## config.mk

```make
export PLATFORM = sky130hd
export DESIGN_NAME = step_motor_controller
export DESIGN_NICKNAME = d
export VERILOG_FILES = /design/src/hw/smc_bus_pkg.sv /design/src/hw/smc_motor_pkg.sv /design/src/hw/smc_wb_regs.sv /design/src/hw/tick_prescaler.sv /design/src/hw/pwm_generator.sv /design/src/hw/motor_sequencer.sv /design/src/hw/step_motor_controller.sv
export SDC_FILE = /design/constraint.sdc
export NUM_CORES = 1
export LEC_CHECK = 0
export CAP_MARGIN = 20
export CORE_UTILIZATION = 65
export CTS_BUF_LIST = sky130_fd_sc_hd__clkbuf_8
export DETAILED_ROUTE_END_ITERATION = 16
export DONT_BUFFER_PORTS = 1
export GPL_ROUTABILITY_DRIVEN = 1
export PLACE_DENSITY = 0.79
export SETUP_SLACK_MARGIN = 0.15
export SYNTH_ARGS = -nofsm -noshare
export SYNTH_HDL_FRONTEND = slang
export SYNTH_SLANG_ARGS = --single-unit
```

## constraint.sdc

```tcl
create_clock -name clk -period 3.8 [get_ports clk]
set_input_delay 0.57 -clock clk [delete_from_list [all_inputs] [get_ports clk]]
set_output_delay 0.57 -clock clk [all_outputs]
set_load 0.005 [all_outputs]
```

## src/hw/smc_bus_pkg.sv

```systemverilog
/*
 * Wishbone bus widths, register map and register field positions
 * of the stepper-motor controller
 */
package smc_bus_pkg;

  ////////////////////////////////////////////////////////////
  // Bus widths
  ////////////////////////////////////////////////////////////
  localparam int BUS_W    = 32;  // Data and address width
  localparam int SEL_W    = 4;   // One enable per byte
  localparam int ADDR_LSB = 2;   // Word aligned registers
  localparam int ADDR_W   = 3;   // Eight register slots

  typedef logic [BUS_W-1:0]  bus_word_t;
  typedef logic [ADDR_W-1:0] reg_addr_t;

  ////////////////////////////////////////////////////////////
  // Register map
  ////////////////////////////////////////////////////////////
  localparam reg_addr_t CONFIG_ADDR  = 3'd0;  // Enable, type, mode, duty
  localparam reg_addr_t DIVIDER_ADDR = 3'd2;  // Prescaler divider
  localparam reg_addr_t PERIOD_ADDR  = 3'd3;  // PWM periods per step minus 1
  localparam reg_addr_t STEP_ADDR    = 3'd4;  // Run, direction, free, count

  // Configuration register fields, duty sits in the low byte
  localparam int EN_BIT    = 31;
  localparam int PTYPE_BIT = 30;
  localparam int MODE_BIT  = 29;

  // Step command fields, count sits in the low bits
  localparam int RUN_BIT  = 31;
  localparam int DIR_BIT  = 30;
  localparam int FREE_BIT = 29;

endpackage

```

## src/hw/smc_motor_pkg.sv

```systemverilog
/*
 * Datapath widths, motor enums and the coil-pattern table
 */
package smc_motor_pkg;

  localparam int DIV_W    = 32;  // Prescaler counter
  localparam int PERIOD_W = 32;  // Step timer
  localparam int DUTY_W   = 8;   // PWM resolution
  localparam int STEPS_W  = 24;  // Step countdown

  typedef logic [DIV_W-1:0]    div_t;
  typedef logic [PERIOD_W-1:0] period_t;
  typedef logic [DUTY_W-1:0]   duty_t;
  typedef logic [STEPS_W-1:0]  steps_t;

  typedef logic [2:0] phase_t;  // Half-step position in the table
  typedef logic [3:0] coils_t;  // b2 b1 a2 a1

  typedef enum logic {
    UNIPOLAR,
    BIPOLAR
  } motor_type_e;

  typedef enum logic {
    FULL_STEP,
    HALF_STEP
  } drive_mode_e;

  // Half-step sequence, even entries form the full-step sequence
  localparam coils_t COIL_TABLE [8] = '{
    4'b1001, 4'b0001, 4'b0011, 4'b0010,
    4'b0110, 4'b0100, 4'b1100, 4'b1000
  };

endpackage

```

## src/hw/smc_wb_regs.sv

```systemverilog
/*
 * Wishbone slave register bank: configuration, divider, period and
 * step command registers, with the step countdown
 */
module smc_wb_regs (
  input  logic                              clk,
  input  logic                              rst_n,
  input  logic                              wbs_cyc_i,
  input  logic                              wbs_stb_i,
  input  logic                              wbs_we_i,
  input  smc_bus_pkg::bus_word_t            wbs_adr_i,
  input  smc_bus_pkg::bus_word_t            wbs_dat_i,
  input  logic [smc_bus_pkg::SEL_W-1:0]     wbs_sel_i,
  input  logic                              step_strobe_i,  // One pulse per motor step
  output smc_bus_pkg::bus_word_t            wbs_dat_o,
  output logic                              wbs_ack_o,
  output logic                              controller_en_o,
  output smc_motor_pkg::motor_type_e        motor_type_o,
  output smc_motor_pkg::drive_mode_e        drive_mode_o,
  output smc_motor_pkg::duty_t              duty_o,
  output smc_motor_pkg::div_t               divider_o,
  output smc_motor_pkg::period_t            period_o,
  output logic                              run_o,
  output logic                              direction_o
);

  import smc_bus_pkg::*;
  import smc_motor_pkg::*;

  logic      req;
  logic      step_wr;
  reg_addr_t addr;
  bus_word_t byte_mask;
  bus_word_t wr_mask;
  bus_word_t config_word;
  bus_word_t step_word;
  logic      free;
  steps_t    count;
  steps_t    count_set;
  logic      count_dec;
  logic      count_done;

  // Keep old bits where the mask is clear
  function automatic bus_word_t merge_bits(bus_word_t old_v, bus_word_t new_v, bus_word_t mask);
    return (old_v & ~mask) | (new_v & mask);
  endfunction

  ////////////////////////////////////////////////////////////
  // Request decode
  ////////////////////////////////////////////////////////////
  assign req     = wbs_cyc_i && wbs_stb_i && !wbs_ack_o;  // New request only
  assign addr    = wbs_adr_i[ADDR_LSB +: ADDR_W];
  assign step_wr = req && (addr == STEP_ADDR);

  always_comb begin
    for (int b = 0; b < SEL_W; b++) begin
      byte_mask[b*8 +: 8] = {8{wbs_sel_i[b]}};
    end
  end

  assign wr_mask = byte_mask & {BUS_W{wbs_we_i}};

  // Readback images, reserved bits stay 0
  always_comb begin
    config_word            = bus_word_t'(duty_o);
    config_word[EN_BIT]    = controller_en_o;
    config_word[PTYPE_BIT] = (motor_type_o == BIPOLAR);
    config_word[MODE_BIT]  = (drive_mode_o == HALF_STEP);
    step_word              = bus_word_t'(count);
    step_word[RUN_BIT]     = run_o;
    step_word[DIR_BIT]     = direction_o;
    step_word[FREE_BIT]    = free;
  end

  ////////////////////////////////////////////////////////////
  // Step countdown
  ////////////////////////////////////////////////////////////
  assign count_set  = step_wr ? steps_t'(wbs_dat_i & wr_mask) : '0;  // Ones only set bits
  assign count_dec  = run_o && step_strobe_i && (count != '0);
  assign count_done = run_o && step_strobe_i && (count == '0) && !free;

  always_ff @(posedge clk) begin
    if (!rst_n) begin
      wbs_ack_o       <= 1'b0;
      wbs_dat_o       <= '0;
      controller_en_o <= 1'b0;
      motor_type_o    <= UNIPOLAR;
      drive_mode_o    <= FULL_STEP;
      duty_o          <= '0;
      divider_o       <= '0;
      period_o        <= '0;
      run_o           <= 1'b0;
      direction_o     <= 1'b0;
      free            <= 1'b0;
      count           <= '0;
    end else begin
      wbs_ack_o <= req;  // Single-cycle ack
      if (req) begin
        case (addr)
          CONFIG_ADDR: begin
            wbs_dat_o <= config_word;  // Value before the write
            if (wr_mask[EN_BIT]) controller_en_o <= wbs_dat_i[EN_BIT];
            if (wr_mask[PTYPE_BIT]) motor_type_o <= motor_type_e'(wbs_dat_i[PTYPE_BIT]);
            if (wr_mask[MODE_BIT]) drive_mode_o <= drive_mode_e'(wbs_dat_i[MODE_BIT]);
            duty_o <= duty_t'(merge_bits(bus_word_t'(duty_o), wbs_dat_i, wr_mask));
          end
          DIVIDER_ADDR: begin
            wbs_dat_o <= bus_word_t'(divider_o);
            divider_o <= div_t'(merge_bits(bus_word_t'(divider_o), wbs_dat_i, wr_mask));
          end
          PERIOD_ADDR: begin
            wbs_dat_o <= bus_word_t'(period_o);
            period_o  <= period_t'(merge_bits(bus_word_t'(period_o), wbs_dat_i, wr_mask));
          end
          STEP_ADDR: begin
            wbs_dat_o <= step_word;
            if (wr_mask[DIR_BIT]) direction_o <= wbs_dat_i[DIR_BIT];
            if (wr_mask[FREE_BIT]) free <= wbs_dat_i[FREE_BIT];
          end
          default: begin  // Ack without data change
          end
        endcase
      end
      if (step_wr && wr_mask[RUN_BIT]) begin
        run_o <= wbs_dat_i[RUN_BIT];
      end else if (count_done) begin
        run_o <= 1'b0;  // Last step of the command
      end
      count <= (count_dec ? count - steps_t'(1) : count) | count_set;
    end
  end

endmodule

```

## src/hw/tick_prescaler.sv

```systemverilog
/*
 * Clock divider giving a one-clock tick every divider+1 clocks
 */
module tick_prescaler (
  input  logic                       clk,
  input  logic                       rst_n,
  input  logic                       clear_n_i,  // Held at zero when low
  input  smc_motor_pkg::div_t        divider_i,
  output logic                       tick_o
);

  import smc_motor_pkg::*;

  div_t count;

  always_ff @(posedge clk) begin
    if (!rst_n || !clear_n_i) begin
      count  <= '0;
      tick_o <= 1'b0;
    end else if (count >= divider_i) begin
      count  <= '0;  // Also catches a divider lowered mid-count
      tick_o <= 1'b1;
    end else begin
      count  <= count + div_t'(1);
      tick_o <= 1'b0;
    end
  end

endmodule

```

## src/hw/pwm_generator.sv

```systemverilog
/*
 * 8-bit PWM: tick counter, period start strobe and duty compare
 */
module pwm_generator (
  input  logic                       clk,
  input  logic                       rst_n,
  input  logic                       clear_n_i,  // Synchronous clear
  input  logic                       tick_i,
  input  smc_motor_pkg::duty_t       duty_i,
  output logic                       start_o,    // One clock per PWM period
  output logic                       pwm_o
);

  import smc_motor_pkg::*;

  duty_t count;
  logic  wrap;

  assign wrap = tick_i && (count == '1);  // 255 rolls over to 0

  always_ff @(posedge clk) begin
    if (!rst_n || !clear_n_i) begin
      count   <= '0;
      start_o <= 1'b0;
      pwm_o   <= 1'b0;
    end else begin
      if (tick_i) begin
        count <= count + duty_t'(1);
      end
      start_o <= wrap;
      pwm_o   <= (count <= duty_i);  // Duty 255 keeps it high
    end
  end

endmodule

```

## src/hw/motor_sequencer.sv

```systemverilog
/*
 * Step timer, phase counter and coil output stage
 * with full/half step and unipolar/bipolar mapping
 */
module motor_sequencer (
  input  logic                       clk,
  input  logic                       rst_n,
  input  logic                       clear_n_i,
  input  smc_motor_pkg::motor_type_e motor_type_i,
  input  smc_motor_pkg::drive_mode_e drive_mode_i,
  input  logic                       direction_i,  // 0 walks the table upward
  input  smc_motor_pkg::period_t     period_i,
  input  logic                       run_i,
  input  logic                       start_i,      // PWM period start
  input  logic                       pwm_i,
  output logic                       step_strobe_o,
  output logic                       motor_a1_o,
  output logic                       motor_a2_o,
  output logic                       motor_b1_o,
  output logic                       motor_b2_o
);

  import smc_motor_pkg::*;

  period_t timer;
  phase_t  phase;
  phase_t  phase_idx;
  coils_t  pattern;
  coils_t  drive;
  logic    step_due;
  logic    pwm_q;

  ////////////////////////////////////////////////////////////
  // Step timer and phase
  ////////////////////////////////////////////////////////////
  assign step_due = run_i && start_i && (timer >= period_i);

  always_ff @(posedge clk) begin
    if (!rst_n || !clear_n_i) begin
      timer         <= '0;
      phase         <= '0;
      step_strobe_o <= 1'b0;
    end else begin
      if (!run_i) begin
        timer <= '0;  // Restart timing on next run
      end else if (start_i) begin
        if (step_due) begin
          timer <= '0;
          phase <= direction_i ? phase - phase_t'(1) : phase + phase_t'(1);
        end else begin
          timer <= timer + period_t'(1);
        end
      end
      step_strobe_o <= step_due;  // Same edge as the phase change
    end
  end

  ////////////////////////////////////////////////////////////
  // Coil output stage
  ////////////////////////////////////////////////////////////
  always_comb begin
    phase_idx = phase & {2'b11, (drive_mode_i == HALF_STEP)};  // Full step uses even entries
    pattern   = COIL_TABLE[phase_idx];
    drive     = pattern;
    if (motor_type_i == BIPOLAR) begin
      drive = {pattern[3], pattern[1], pattern[2], pattern[0]};  // Swap a2 and b1 wires
    end
  end

  always_ff @(posedge clk) begin
    if (!rst_n || !clear_n_i) begin
      pwm_q      <= 1'b0;
      motor_a1_o <= 1'b0;
      motor_a2_o <= 1'b0;
      motor_b1_o <= 1'b0;
      motor_b2_o <= 1'b0;
    end else begin
      pwm_q      <= pwm_i;  // Second clock of lag comes from the outputs
      motor_a1_o <= drive[0] && pwm_q;
      motor_a2_o <= drive[1] && pwm_q;
      motor_b1_o <= drive[2] && pwm_q;
      motor_b2_o <= drive[3] && pwm_q;
    end
  end

endmodule

```

## src/hw/step_motor_controller.sv

```systemverilog
/*
 * Stepper-motor controller top: register bank, prescaler,
 * PWM generator and motor sequencer
 */
module step_motor_controller (
  input  logic                          clk,
  input  logic                          rst_n,
  input  logic                          wbs_cyc_i,
  input  logic                          wbs_stb_i,
  input  smc_bus_pkg::bus_word_t        wbs_adr_i,
  input  logic                          wbs_we_i,
  input  smc_bus_pkg::bus_word_t        wbs_dat_i,
  input  logic [smc_bus_pkg::SEL_W-1:0] wbs_sel_i,
  output smc_bus_pkg::bus_word_t        wbs_dat_o,
  output logic                          wbs_ack_o,
  output logic                          motor_a1_o,
  output logic                          motor_a2_o,
  output logic                          motor_b1_o,
  output logic                          motor_b2_o
);

  import smc_motor_pkg::*;

  logic        controller_en;  // Low holds the datapath in clear
  motor_type_e motor_type;
  drive_mode_e drive_mode;
  duty_t       duty;
  div_t        divider;
  period_t     period;
  logic        run;
  logic        direction;
  logic        step_strobe;
  logic        tick;
  logic        pwm_start;
  logic        pwm;

  ////////////////////////////////////////////////////////////
  // Register bank
  ////////////////////////////////////////////////////////////
  smc_wb_regs wb_regs_i (
    .clk             (clk),
    .rst_n           (rst_n),
    .wbs_cyc_i       (wbs_cyc_i),
    .wbs_stb_i       (wbs_stb_i),
    .wbs_we_i        (wbs_we_i),
    .wbs_adr_i       (wbs_adr_i),
    .wbs_dat_i       (wbs_dat_i),
    .wbs_sel_i       (wbs_sel_i),
    .step_strobe_i   (step_strobe),
    .wbs_dat_o       (wbs_dat_o),
    .wbs_ack_o       (wbs_ack_o),
    .controller_en_o (controller_en),
    .motor_type_o    (motor_type),
    .drive_mode_o    (drive_mode),
    .duty_o          (duty),
    .divider_o       (divider),
    .period_o        (period),
    .run_o           (run),
    .direction_o     (direction)
  );

  ////////////////////////////////////////////////////////////
  // Datapath
  ////////////////////////////////////////////////////////////
  tick_prescaler prescaler_i (
    .clk       (clk),
    .rst_n     (rst_n),
    .clear_n_i (controller_en),
    .divider_i (divider),
    .tick_o    (tick)
  );

  pwm_generator pwm_generator_i (
    .clk       (clk),
    .rst_n     (rst_n),
    .clear_n_i (controller_en),
    .tick_i    (tick),
    .duty_i    (duty),
    .start_o   (pwm_start),
    .pwm_o     (pwm)
  );

  motor_sequencer motor_sequencer_i (
    .clk           (clk),
    .rst_n         (rst_n),
    .clear_n_i     (controller_en),
    .motor_type_i  (motor_type),
    .drive_mode_i  (drive_mode),
    .direction_i   (direction),
    .period_i      (period),
    .run_i         (run),
    .start_i       (pwm_start),
    .pwm_i         (pwm),
    .step_strobe_o (step_strobe),
    .motor_a1_o    (motor_a1_o),
    .motor_a2_o    (motor_a2_o),
    .motor_b1_o    (motor_b1_o),
    .motor_b2_o    (motor_b2_o)
  );

endmodule

```

# After elaboration in Yosys (flattened, before gate mapping)

Memory sizes are Yosys's and may differ from the RTL's.
Cells that the tools add are included.

Flip-flop bits (word level): 219
Output and inout port bits: 37
Memories kept: 1
Bits of input ports: 73
Bits in read-only memories: 32

Order comparisons: 4
Equality and inequality tests: 4
Mux-type cells: 11
$add $sub $neg: 6
Reductions and logical operators: 37
Bitwise gates (word level): 13

Memories:

| memory           | words | width | read ports | clocked after memory_dff | write ports | RTL line              | RTL |
|---|---|---|---|---|---|---|---|
| (name not given) | 8     | 4     | 1          | 0                        | 0           | motor_sequencer.sv:63 | `pattern = COIL_TABLE[phase_idx];` |

Operators with widths:

| kind                    | number |
|---|---|
| $and A32 B32 Y32        | 4 |
| $pmux W32 S4            | 1 |
| $add A32 B1 Y32 const B | 2 |
| $ge A32 B32 Y1          | 2 |
| $or A32 B32 Y32         | 2 |
| $mux W24                | 2 |
| $mux W32                | 1 |
| $not A32 Y32            | 1 |
| $logic_not A24 Y1       | 1 |
| $or A24 B24 Y24         | 1 |
| $reduce_bool A24 Y1     | 1 |
| $sub A24 B1 Y24 const B | 1 |
| $reduce_and A3 Y1       | 6 |
| $logic_and A1 B1 Y1     | 15 |
| $add A8 B1 Y8 const B   | 1 |
| $and A8 B8 Y8           | 1 |
| $eq A8 B8 Y1 const B    | 1 |
| $le A8 B8 Y1            | 1 |
| $mux W4                 | 2 |
| $or A8 B8 Y8            | 1 |
| $reduce_and A2 Y1       | 4 |
| $eq A3 B2 Y1 const B    | 2 |
| $mux W3                 | 2 |
| $ge A4 B4 Y1 const B    | 1 |
| other kinds (13)        | 19 |

# Logic depth before layout (Yosys ltp)

Gate-level depths: netlist of the first run.

Depth after elaboration: 7
Depth in mapped cells: 9
Depth with buffers taken out: 8

# By module

From an unflattened synthesis of the first run, not the netlist that was laid out.

Cell total of the unflattened synthesis: 1318
Area total of the unflattened synthesis: 11414.7 um^2

By module, submodules not included:

| module          | instances | seq. area each (um^2) | cells an instance | area an instance (um^2) |
|---|---|---|---|---|
| smc_wb_regs     | 1         | 2702.6                | 655               | 5977.0 |
| motor_sequencer | 1         | 820.8                 | 322               | 2608.8 |
| tick_prescaler  | 1         | 660.6                 | 270               | 2230.9 |
| pwm_generator   | 1         | 200.2                 | 71                | 598.1 |

# Least setup slack after synthesis of the first run

OpenSTA, ideal clock, no wires.

Path kind: flip-flop to flip-flop
From: register motor_sequencer_i.timer[0]
To: register motor_sequencer_i.timer[31]
Cell stages (with the launch flop): 10
Setup slack: 1.531 ns
Library setup time: 0.071 ns
Clock period less this slack: 2.269 ns
Buffers on the path: 1
Required time: 3.729 ns
Arrival: 2.198 ns
Cells stage by stage: dfxtp_1 -> inv_1 -> ha_1 -> nand2b_1 -> a2111o_1 -> a32o_1 -> o2111ai_1 -> nand3_1 -> clkbuf_1 -> a21oi_1

Word-level cells in the longest chain between the ends: 3
Elaborated cells on any way between the ends: 4

Ends and longest elaborated chain:

| element                | RTL line              | RTL |
|---|---|---|
| from (decl)            | motor_sequencer.sv:25 | `period_t timer;` |
| from (signal assigned) | motor_sequencer.sv:51 | `timer <= timer + period_t'(1);` |
| $ge A32 B32 Y1         | motor_sequencer.sv:36 | `assign step_due = run_i && start_i && (timer >= period_i);` |
| $logic_and A1 B1 Y1    | motor_sequencer.sv:36 |  |
| $mux W32 (*)           | motor_sequencer.sv:47 | `if (step_due) begin` |

Mark *: on every way between the ends. The rest lies on a longest branch, timed or not.
A chain may end at the register's enable or synchronous reset.

# Worst setup path in the final report of the first run

From: register motor_sequencer_i.timer[0]
To: register motor_sequencer_i.timer[8]

The elaborated chain is that of the path after synthesis.

==> results of run 1 <==
## area by class of cell
class                      count  area (um^2)
inverter                      87          327
multi-input combinational    971         6580
sequential                   219         4380
tap                          225          282
timing repair buffer          12         90.1
clock inverter                24          151
clock buffer                  43          592
fill                        1373         4890
## cell usage in the layout, fill, tap and decap left out, types with 34 or more instances in the layout
cell and count:
a21boi_0 44, mux2i_1 58, ha_1 77, a21oi_1 65, nand3_1 60, xor2_1 52, dfxtp_1 219, nor2_1 105
nor2b_1 71, nand2_1 141, inv_1 104, clkbuf_8 43, xnor2_1 34
## logic make-up (layout without fill, tap and decap cells)
kind of cell | count (synthesis) | after routing | synth area share
flops | 219 | 219 | 0.381
fa+ha+maj | 78 | 78 | 0.0854
mux | 58 | 58 | 0.0504
xor+xnor | 86 | 86 | 0.0654
simple gates | 495 | 495 | 0.214
compound gates | 254 | 254 | 0.155
buf+inv | 148 | 166 | 0.0488
## metal layers
metal | vias up | GRT usage
met5 | - | 0
met4 | 0 | 0.117
met3 | 57 | 0.0683
met2 | 334 | 0.521
met1 | 4460 | 0.411
li1 | 4635 | -
## worst paths after layout
check	startpoint	endpoint	cells after the start
worst max-delay path	motor_sequencer_i.timer[0]	motor_sequencer_i.timer[8]	9
worst min-delay path	wbs_dat_i[5]	wb_regs_i.count[5]	2
worst min register to register	pwm_generator_i.pwm_o	motor_sequencer_i.pwm_q	1
worst max register to register	motor_sequencer_i.timer[0]	motor_sequencer_i.timer[8]	9
## power breakdown
group | leakage (nW) | internal [mW] | switching (mW) | total [mW]
Clock | 0.444 | 1.17 | 0.942 | 2.11
Combinational | 2.84 | 0.0584 | 0.0782 | 0.137
Sequential | 1.77 | 2.32 | 0.0158 | 2.33
## per-stage QoR
step                setup slack, ns  instance area [um^2]   util  hold WS, ns  std cells
floorplan                      1.53                 11500      -        0.437       1338
global route                  0.594                 12400  0.717        0.157       1581
CTS                           0.846                 12400  0.717        0.151       1581
finish                        0.869                 12400  0.717        0.164       1581
detailed placement            0.855                 11700  0.674        0.453       1514
global placement              0.939                 11700  0.674        0.451       1514
==> results by group, run 1 <==
Status
  – Status: complete, no violations

Synthesis
  – Mapped Cells: roughly 1300
  – Syn_area_per_cell: about 8.6 um^2
  – Flops & latches, synth: approximately 220
  – Post-synth EDFFs: 0
  – Post-synth top area share: 0.381
  – Sequential area share after synthesis: 0.381
  – Area contributors post-synth: dfxtp_1, ha_1, mux2i_1
  – Synthesis Warnings: 0
  – Top-count cell post-synth: dfxtp_1
  – Cell accounting for the most synthesized area: dfxtp_1
  – Netlist cell types: 59
  – FFs w/ async S/R, synth: 0
  – Top cells by count, synth: dfxtp_1, nand2_1, nor2_1
  – Syn nets: 1489
  – Mapped Area: 11500 um^2
  – Most used DFF post-synth: dfxtp_1

Clock tree
  – Setup Fix Bufs, Post-CTS: 0
  – Clk buf depth: 3
  – CTS HTree Levels: 2
  – Root Driver: clkbuf_8
  – Cts bufs inserted: 37
  – Clock sink count: roughly 220
  – Hold buffer count at cts: 0
  – Skew-Pair Late Insertion Delay: 0.54 ns
  – # resized after CTS: 0
  – Worst-path clk slew: roughly 0.060 ns
  – CTS tree: done

GRT
  – Total GRT Usage: 0.318
  – First-pass GRT wire length: roughly 46 mm
  – GRT Residual Overflow: 0
  – Vias in the first global route: slightly above 9000
  – Antenna violations before repair: 0
  – Largest net degree at the start of global routing: between 100 and 150

Finish
  – # nets final: around 1500
  – Layout area overhead: 7.74%
  – Share of layout cells above drive strength 1: 0.0531
  – Ant. Diodes: 0

STA
  – Hold Vio Cnt, Final: 0
  – Tcrit/Tclk final: 0.771
  – Worst Tran Pin Value: approximately 0.94 ns
  – FMAX: around 340 MHz
  – Pins Over Slew Limit: 0
  – Post-route clock skew: between 0.015 and 0.02 ns
  – RSZ-0062 raised after global routing: false
  – Minimum clock period: slightly below 3 ns
  – Slew headroom: 0.368
  – Post-Route Setup TNS: 0 ns
  – Finish-stage setup viols: 0

Routing
  – Vias: 9486
  – DRC Markers: 0
  – Top Metal Used: met4
  – Final ANT Viol Nets: 0
  – Met3 wire len: 2.10 mm
  – Metal1 wirelength: roughly 13 mm
  – Vias per inst: 6.00
  – Routed wire per std cell: 17.9 um
  – Detailed Routing Iterations Pass 1: 6
  – Drt initial violations: around 620
  – Routed wire length: between 20 and 30 mm
  – Met2 routed WL: between 10 and 15 mm

Placement
  – RD Place Congestion: approximately 0.9
  – I/O Buffers: 0
  – Final HPWL DP: 20.3 mm

Worst hold path
  – Min-delay worst type: input port to register

Critical path
  – CP top delay family: compound AO/OA/AOI/OAI gates
  – Worst Path Arrival: 3.40 ns
  – CP startpoint kind: register
  – Register-to-register setup slack: about 0.87 ns
  – Critical Path RT: 4.27 ns
  – Kind of critical path: register to register
  – Crit path buf inv count: 2
  – Slowest stage delay, CP: around 0.48 ns
  – Crit path max fanout: 18
  – Cells along the critical path: inv_1, ha_1, nand2b_1, a2111o_1, a32o_1, o2111ai_1, nand3_1, buf_4, nor2_1
  – CP max stage cell: nand3_1
  – Crit. End Element: register

Floorplan
  – Core region area: ~17000 um^2
  – Die Y: approximately 140 um
  – IO Count: 110
  – Row count: 48
  – Die ar.: about 18000 um^2
  – Die Width: approximately 140 um
  – Initial core utilization: 0.666

Pwr
  – Peak supply drop: 0.288 mV
  – Tot Pwr: 4.58 mW
  – Power Dens Cells: around 370 nW/um^2
  – LEAKAGE: 5.05 nW

Flow run
  – Maxcap violations: 0
Note: power is estimated with default switching activity, not from simulation.
==> inputs of run 2 (changes only) <==
ABC_AREA = 1   (was default)
clock period = 2.8 ns   (was 3.8 ns; I/O delays follow)
==> run 2 against run 1 <==
Synthesized area grew 1.9%. Routed wire length grew 9.8%. Flip-flop and latch count is the same. Utilization grew 0.73 points. Worst hold slack lost 0.15 ns. Setup slack lost 0.41 ns. Sequential share of layout area shrank 0.72 points. Critical path depth grew 5. Largest cell class unchanged.
==> results by group, run 2 <==
Synthesis
  – Adder-Cell Fraction of Synth Area: 0.0839
  – Post-synth top area share: 0.374
  – Main combinational cell family by area after synthesis: simple AND/OR/NAND/NOR gates
  – Post-synth EDFFs: 0
  – Netlist cell types: 41
  – Cell accounting for the most synthesized area: dfxtp_1
  – Top cells by count, synth: nand2_1, inv_1, dfxtp_1
  – Mapped Cells: about 1700
  – Flops & latches, synth: between 200 and 250
  – Most used DFF post-synth: dfxtp_1
  – Sequential area share after synthesis: 0.374
  – Post-Synth Simple-Gate Area: 0.242
  – Mux contribution to synthesized area: 0
  – Area contributors post-synth: dfxtp_1, nand2_1, ha_1
  – Syn_area_per_cell: approximately 7.1 um^2
  – Synthesis Warnings: 0
  – Post-Synth XOR/XNOR Area: 0.0478
  – Mapped Area: roughly 12000 um^2
  – FFs w/ async S/R, synth: 0
  – Compound-Gate Fraction of Synth Area: 0.159
  – Top-count cell post-synth: nand2_1
  – Syn nets: ~1800

Floorplan
  – Core region area: roughly 17000 um^2
  – Die Y: 136 um
  – Row count: 48
  – Die ar.: ~19000 um^2
  – Die Width: 136 um
  – IO Count: 110
  – Initial core utilization: 0.671

Clock tree
  – CTS HTree Levels: 2
  – Cts bufs inserted: 38
  – Worst-path clk slew: 0.06 ns
  – # resized after CTS: 0
  – CTS tree: done
  – Skew-Pair Late Insertion Delay: ~0.54 ns
  – Clock sink count: between 200 and 250
  – Root Driver: clkbuf_8
  – Clk buf depth: 3

Flow run
  – Maxcap violations: 0

Critical path
  – Crit path max fanout: 21
  – Critical Path RT: approximately 3.2 ns
  – Worst Path Arrival: about 2.8 ns
  – FF-to-FF End: motor_sequencer_i.timer[21]
  – Kind of critical path: register to register
  – CP startpoint kind: register
  – Register-to-register setup slack: 0.46 ns
  – Crit. End Element: register
  – Reg2Reg Depth: 14

Routing
  – Drt initial violations: 880
  – Final ANT Viol Nets: 0
  – Routed wire length: ~31 mm
  – Vias: between 10000 and 15000
  – Detailed Routing Iterations Pass 1: 5
  – Routed wire per std cell: 16.3 um
  – DRC Markers: 0
  – Vias per inst: 5.64

STA
  – RSZ-0062 raised after global routing: false
  – Tcrit/Tclk final: 0.836
  – Worst Tran Pin Value: 0.782 ns
  – Hold Vio Cnt, Final: 0
  – Finish-stage setup viols: 0
  – Slew headroom: 0.475
  – FMAX: 427 MHz
  – Minimum clock period: 2.34 ns
  – Post-route clock skew: 0.0255 ns
  – Post-Route Setup TNS: 0 ns
  – Pins Over Slew Limit: 0
  – Setup WS post-layout: approximately 0.46 ns

Placement
  – RD Place Congestion: approximately 0.94
  – Setup WS pre-CTS: 0.544 ns
  – I/O Buffers: 0
  – Final HPWL DP: 23.4 mm

Pwr
  – Seq pwr share: 0.511
  – Peak supply drop: roughly 0.43 mV
  – LEAKAGE: approximately 5.3 nW
  – Logic pwr share: 0.034
  – P_sw: roughly 1.5 mW
  – Int Pwr: approximately 4.7 mW
  – Switching power share of the total: 0.236
  – Clock power frac: 0.455
  – Power Dens Cells: roughly 490 nW/um^2

GRT
  – Total GRT Usage: 0.341
  – Largest net degree at the start of global routing: 95
  – First-pass GRT wire length: approximately 50 mm
  – Antenna violations before repair: 0
  – Vias in the first global route: about 9800
  – GRT Residual Overflow: 0

Worst hold path
  – HP Start: rst_n
  – Min-delay worst type: input port to register
  – Hold Path Stages: 2
  – Hold Path End: wb_regs_i.motor_type_o

Finish
  – Ant. Diodes: 0
  – Layout area overhead: 7.94%
  – Share of layout cells above drive strength 1: 0.0635
  – # nets final: ~1800
  – Most common cell after layout, fill and taps aside: nand2_1
  – Most frequent cells in the layout: nand2_1, inv_1, dfxtp_1

Status
  – Status: complete, no violations
==> run 2: changes by cell type after synthesis, moves of 44 or more <==
cell,before,now
nand2_1,141,325
inv_1,87,230
nor2b_1,73,0
o21ai_0,30,129
nor2_1,105,204
a21oi_1,65,155
mux2i_1,58,0
a21boi_0,44,0
==> run 2: cell type report <==
class,instances,area [um^2]
Clock buffer,47,647
Clock inverter,18,81.3
Fill cell,1485,4820
Inverter,238,893
Multi-Input combinational cell,1150,6250
Sequential cell,219,4380
Tap cell,225,282
Timing Repair Buffer,14,120
==> run 2: cell families (layout without fill, tap and decap cells) <==
kind of cell	after synthesis	after routing
AO/OA/AOI/OAI	345	345
XOR/XNOR	64	64
adder cells (fa/ha/maj)	78	78
buffers and inverters	286	317
flip-flops	219	219
AND/OR/NAND/NOR	663	663
==> run 2: per-stage QoR <==
step	instance area [um^2]	std cells	utilization	hold slack, ns	total power [mW]
finish	12700	1911	0.724	0.0162	6.16
floorplan	11700	1655	-	0.394	3.37
global placement	11900	1845	0.682	0.394	3.41
CTS	12700	1911	0.724	0.000512	6.19
global route	12700	1911	0.724	0.0176	6.36
detailed placement	11900	1845	0.682	0.406	3.41
==> run 2: how the worst max path moves through the flow <==
stage,startpoint,to,slack (ns)
2_1_floorplan,register,prescaler_i.count[0],1.02
3_3_place_gp,register,motor_sequencer_i.timer[24],0.58
3_5_place_dp,register,motor_sequencer_i.timer[21],0.54
4_1_cts,register,motor_sequencer_i.timer[21],0.53
5_1_grt,register,motor_sequencer_i.timer[21],0.24
6_report,register,motor_sequencer_i.timer[21],0.46
==> run 2: power groups by stage <==
| stage | registers, mW | logic, mW | clock network, mW |
|---|---|---|---|
| global placement | 3.21 | 0.196 | 0 |
| finish | 3.15 | 0.210 | 2.81 |
| detailed placement | 3.21 | 0.198 | 0 |
| floorplan | 3.21 | 0.161 | 0 |
| global route | 3.15 | 0.234 | 2.98 |
| CTS | 3.15 | 0.206 | 2.84 |
==> run 2: worst max-delay path, stage by stage, from the launching register on <==
cell     delay (ns)
dfxtp_1        0.31
inv_1          0.07
ha_1           0.30
nand2_1        0.08
nor2_1         0.18
nand2_1        0.09
nor2_1         0.11
nor2_1         0.05
nand2_1        0.07
nand2_1        0.06
nand2_1        0.16
nand2_1        0.24
nand2_1        0.12
buf_4          0.28
nor2_1         0.09
==> run 2: routing by layer <==
metal / share of wire / global-route usage / up-vias
met4: 0.038 / 0.141 / 0
met1: 0.43 / 0.451 / 4869
met2: 0.44 / 0.539 / 447
met5: 0 / 0 / -
met3: 0.091 / 0.0697 / 76
li1: - / - / 5383
==> run 2: what timing repair did <==
action                    CTS  global route
setup buffers               0             0
hold buffers                1             0
hold endpoints to repair   17             0
==> inputs of run 3 (changes only) <==
clock period = 2.3 ns   (was 2.8 ns; I/O delays follow)
==> run 3 against run 2 <==
Flip-flop and latch count unchanged. First-iteration DRC count up 17%. Utilization up 2.7 points. Sequential share of layout area down 1.1 points. Global-route usage up 1.1 points. Setup slack worse by 0.23 ns. Final area up 3.7%. Clock-buffer cell count unchanged. Critical path depth down 2. Worst hold slack worse by 0.011 ns. Critical path type unchanged. Highest routed layer unchanged.
==> results by group, run 3 (synthesized netlist as in run 2, its figures left out) <==
Status
  – Status: complete, no violations

Finish
  – Share of layout cells above drive strength 1: 0.0875
  – Layout area overhead: 11.9%
  – Most frequent cells in the layout: nand2_1, inv_1, dfxtp_1
  – Fillers: 1411
  – # nets final: around 1800
  – Most common cell after layout, fill and taps aside: nand2_1

Flow run
  – Maxcap violations: 0

Pwr
  – Peak supply drop: roughly 0.5 mV
  – Int Pwr: 5.75 mW
  – Power Dens Cells: approximately 580 nW/um^2
  – Clock power frac: 0.451
  – Seq pwr share: 0.506
  – P_sw: roughly 1.8 mW
  – LEAKAGE: roughly 5.5 nW
  – Switching power share of the total: 0.240
  – Logic pwr share: 0.043

Floorplan
  – Row count: 48
  – Die ar.: 18600 um^2
  – Die Y: 136 um
  – Initial core utilization: 0.671
  – IO Count: 110
  – Core region area: between 15000 and 20000 um^2
  – Die Width: around 140 um

GRT
  – Total GRT Usage: 0.352
  – Met2 usage: 0.561
  – GRT Residual Overflow: 0
  – Vias in the first global route: between 9000 and 10000
  – Antenna violations before repair: 0
  – Largest net degree at the start of global routing: ~110
  – First-pass GRT wire length: a little over 50 mm
  – GR peak layer: met2
  – GRT met3 Usage: 0.0679
  – Global routing met1 resource utilization: 0.459

STA
  – Post-route clock skew: 0.0327 ns
  – FMAX: slightly below 500 MHz
  – Slew headroom: 0.484
  – Setup WS post-layout: 0.226 ns
  – Worst Tran Pin Value: between 0.7 and 0.8 ns
  – Finish-stage setup viols: 0
  – Hold Vio Cnt, Final: 0
  – Pins Over Slew Limit: 0
  – RSZ-0062 raised after global routing: true
  – Minimum clock period: a little over 2 ns
  – Post-Route Setup TNS: 0 ns
  – Tcrit/Tclk final: 0.902

Critical path
  – Crit path buf inv count: 4
  – Worst Path Arrival: roughly 2.5 ns
  – Kind of critical path: register to register
  – Critical Path RT: ~2.7 ns
  – Crit path max fanout: 8
  – CP max stage cell: dfxtp_2
  – CP startpoint kind: register
  – CP Depth: 12
  – Reg2Reg Depth: 12
  – CP top delay family: simple AND/OR/NAND/NOR gates
  – Slowest stage delay, CP: around 0.33 ns
  – Cells along the critical path: inv_1, ha_4, nand2_2, nor2_4, nand2_4, nor4_4, buf_4, nand4_1, nand4_1, buf_6, clkbuf_16, nor2_1
  – Crit-path most repeated cell: nand4_1
  – Crit. End Element: register

Placement
  – Final HPWL DP: ~24 mm
  – RD Place Congestion: 0.940
  – I/O Buffers: 0
  – Setup WS pre-CTS: 0.120 ns

Clock tree
  – Skew-Pair Late Insertion Delay: ~0.55 ns
  – Clock sink count: 219
  – CTS HTree Levels: 2
  – Worst-path clk slew: 0.07 ns
  – Clk buf depth: 3
  – CTS tree: done
  – Cts bufs inserted: 37
  – Root Driver: clkbuf_8

Routing
  – Vias per inst: approximately 5.8
  – Final ANT Viol Nets: 0
  – Routed wire per std cell: ~17 um
  – Drt initial violations: 1033
  – Detailed Routing Iterations Pass 1: 6
  – Routed wire length: about 33 mm
  – DRC Markers: 0
  – Vias: approximately 11000

Worst hold path
  – Hold Path Stages: 2
  – HP Start: wbs_dat_i[25]
  – Min-delay worst type: input port to register
[run 3: changes by cell type in the layout (fill, tap and decap cells not counted), sizes merged]
cell,before,now
diode,0,1
clkbuf,47,49
clkinvlp,0,1
clkinv,5,4
dlygate4sd3,1,17
buf,13,22
inv,251,253
[run 3: what timing repair did]
action,CTS,global route
setup buffers,0,2
setup endpoints to repair,32,74
resized for setup,1,40
pin swaps,0,9
cloned,0,3
hold endpoints to repair,111,0
hold buffers,18,0
[run 3: per-layer routing]
| layer | routed length [um] | part of all wire |
|---|---|---|
| met2 | 14900 | 0.45 |
| met1 | 13800 | 0.42 |
| met3 | 3000 | 0.091 |
| met4 | 1350 | 0.041 |
| met5 | 0 | 0 |
[run 3: stage by stage]
| stage | util | cell area (um^2) | power [mW] | hold slack (ns) | cells |
|---|---|---|---|---|---|
| 6_report | 0.751 | 13100 | 7.57 | 0.00510 | 1941 |
| 5_1_grt | 0.751 | 13100 | 7.79 | 0.00779 | 1940 |
| 4_1_cts | 0.738 | 12900 | 7.58 | 0.0000400 | 1935 |
| 3_5_place_dp | 0.685 | 12000 | 4.16 | 0.408 | 1850 |
| 3_3_place_gp | 0.685 | 12000 | 4.15 | 0.410 | 1850 |
| 2_1_floorplan | - | 11700 | 4.10 | 0.394 | 1655 |
[run 3: path summary, 6_finish.rpt]
kind | to | slack (ns)
setup reg to reg | prescaler_i.count[10] | 0.23
hold reg to reg | motor_sequencer_i.pwm_q | 0.42
setup / recovery | prescaler_i.count[10] | 0.23
hold / removal | register | 0.005
[run 3: power groups by stage]
stage	Clock, mW	Sequential, mW	Combinational, mW
after floorplan	0	3.91	0.196
after global placement	0	3.91	0.238
after detailed placement	0	3.91	0.244
after CTS	3.44	3.83	0.307
after global routing	3.61	3.83	0.350
final	3.41	3.83	0.324
[run 3: area by class of cell]
cell class,instances,area [um^2],share of cell area
clock buffers,47,647,0.0493
well taps,225,282,0.0214
repair buffers,41,442,0.0336
inverters,238,896,0.0682
clock inverters,20,81.3,0.00619
diodes,1,2.50,0.000191
flip-flops and latches,219,4400,0.335
multi-input cells,1150,6380,0.486
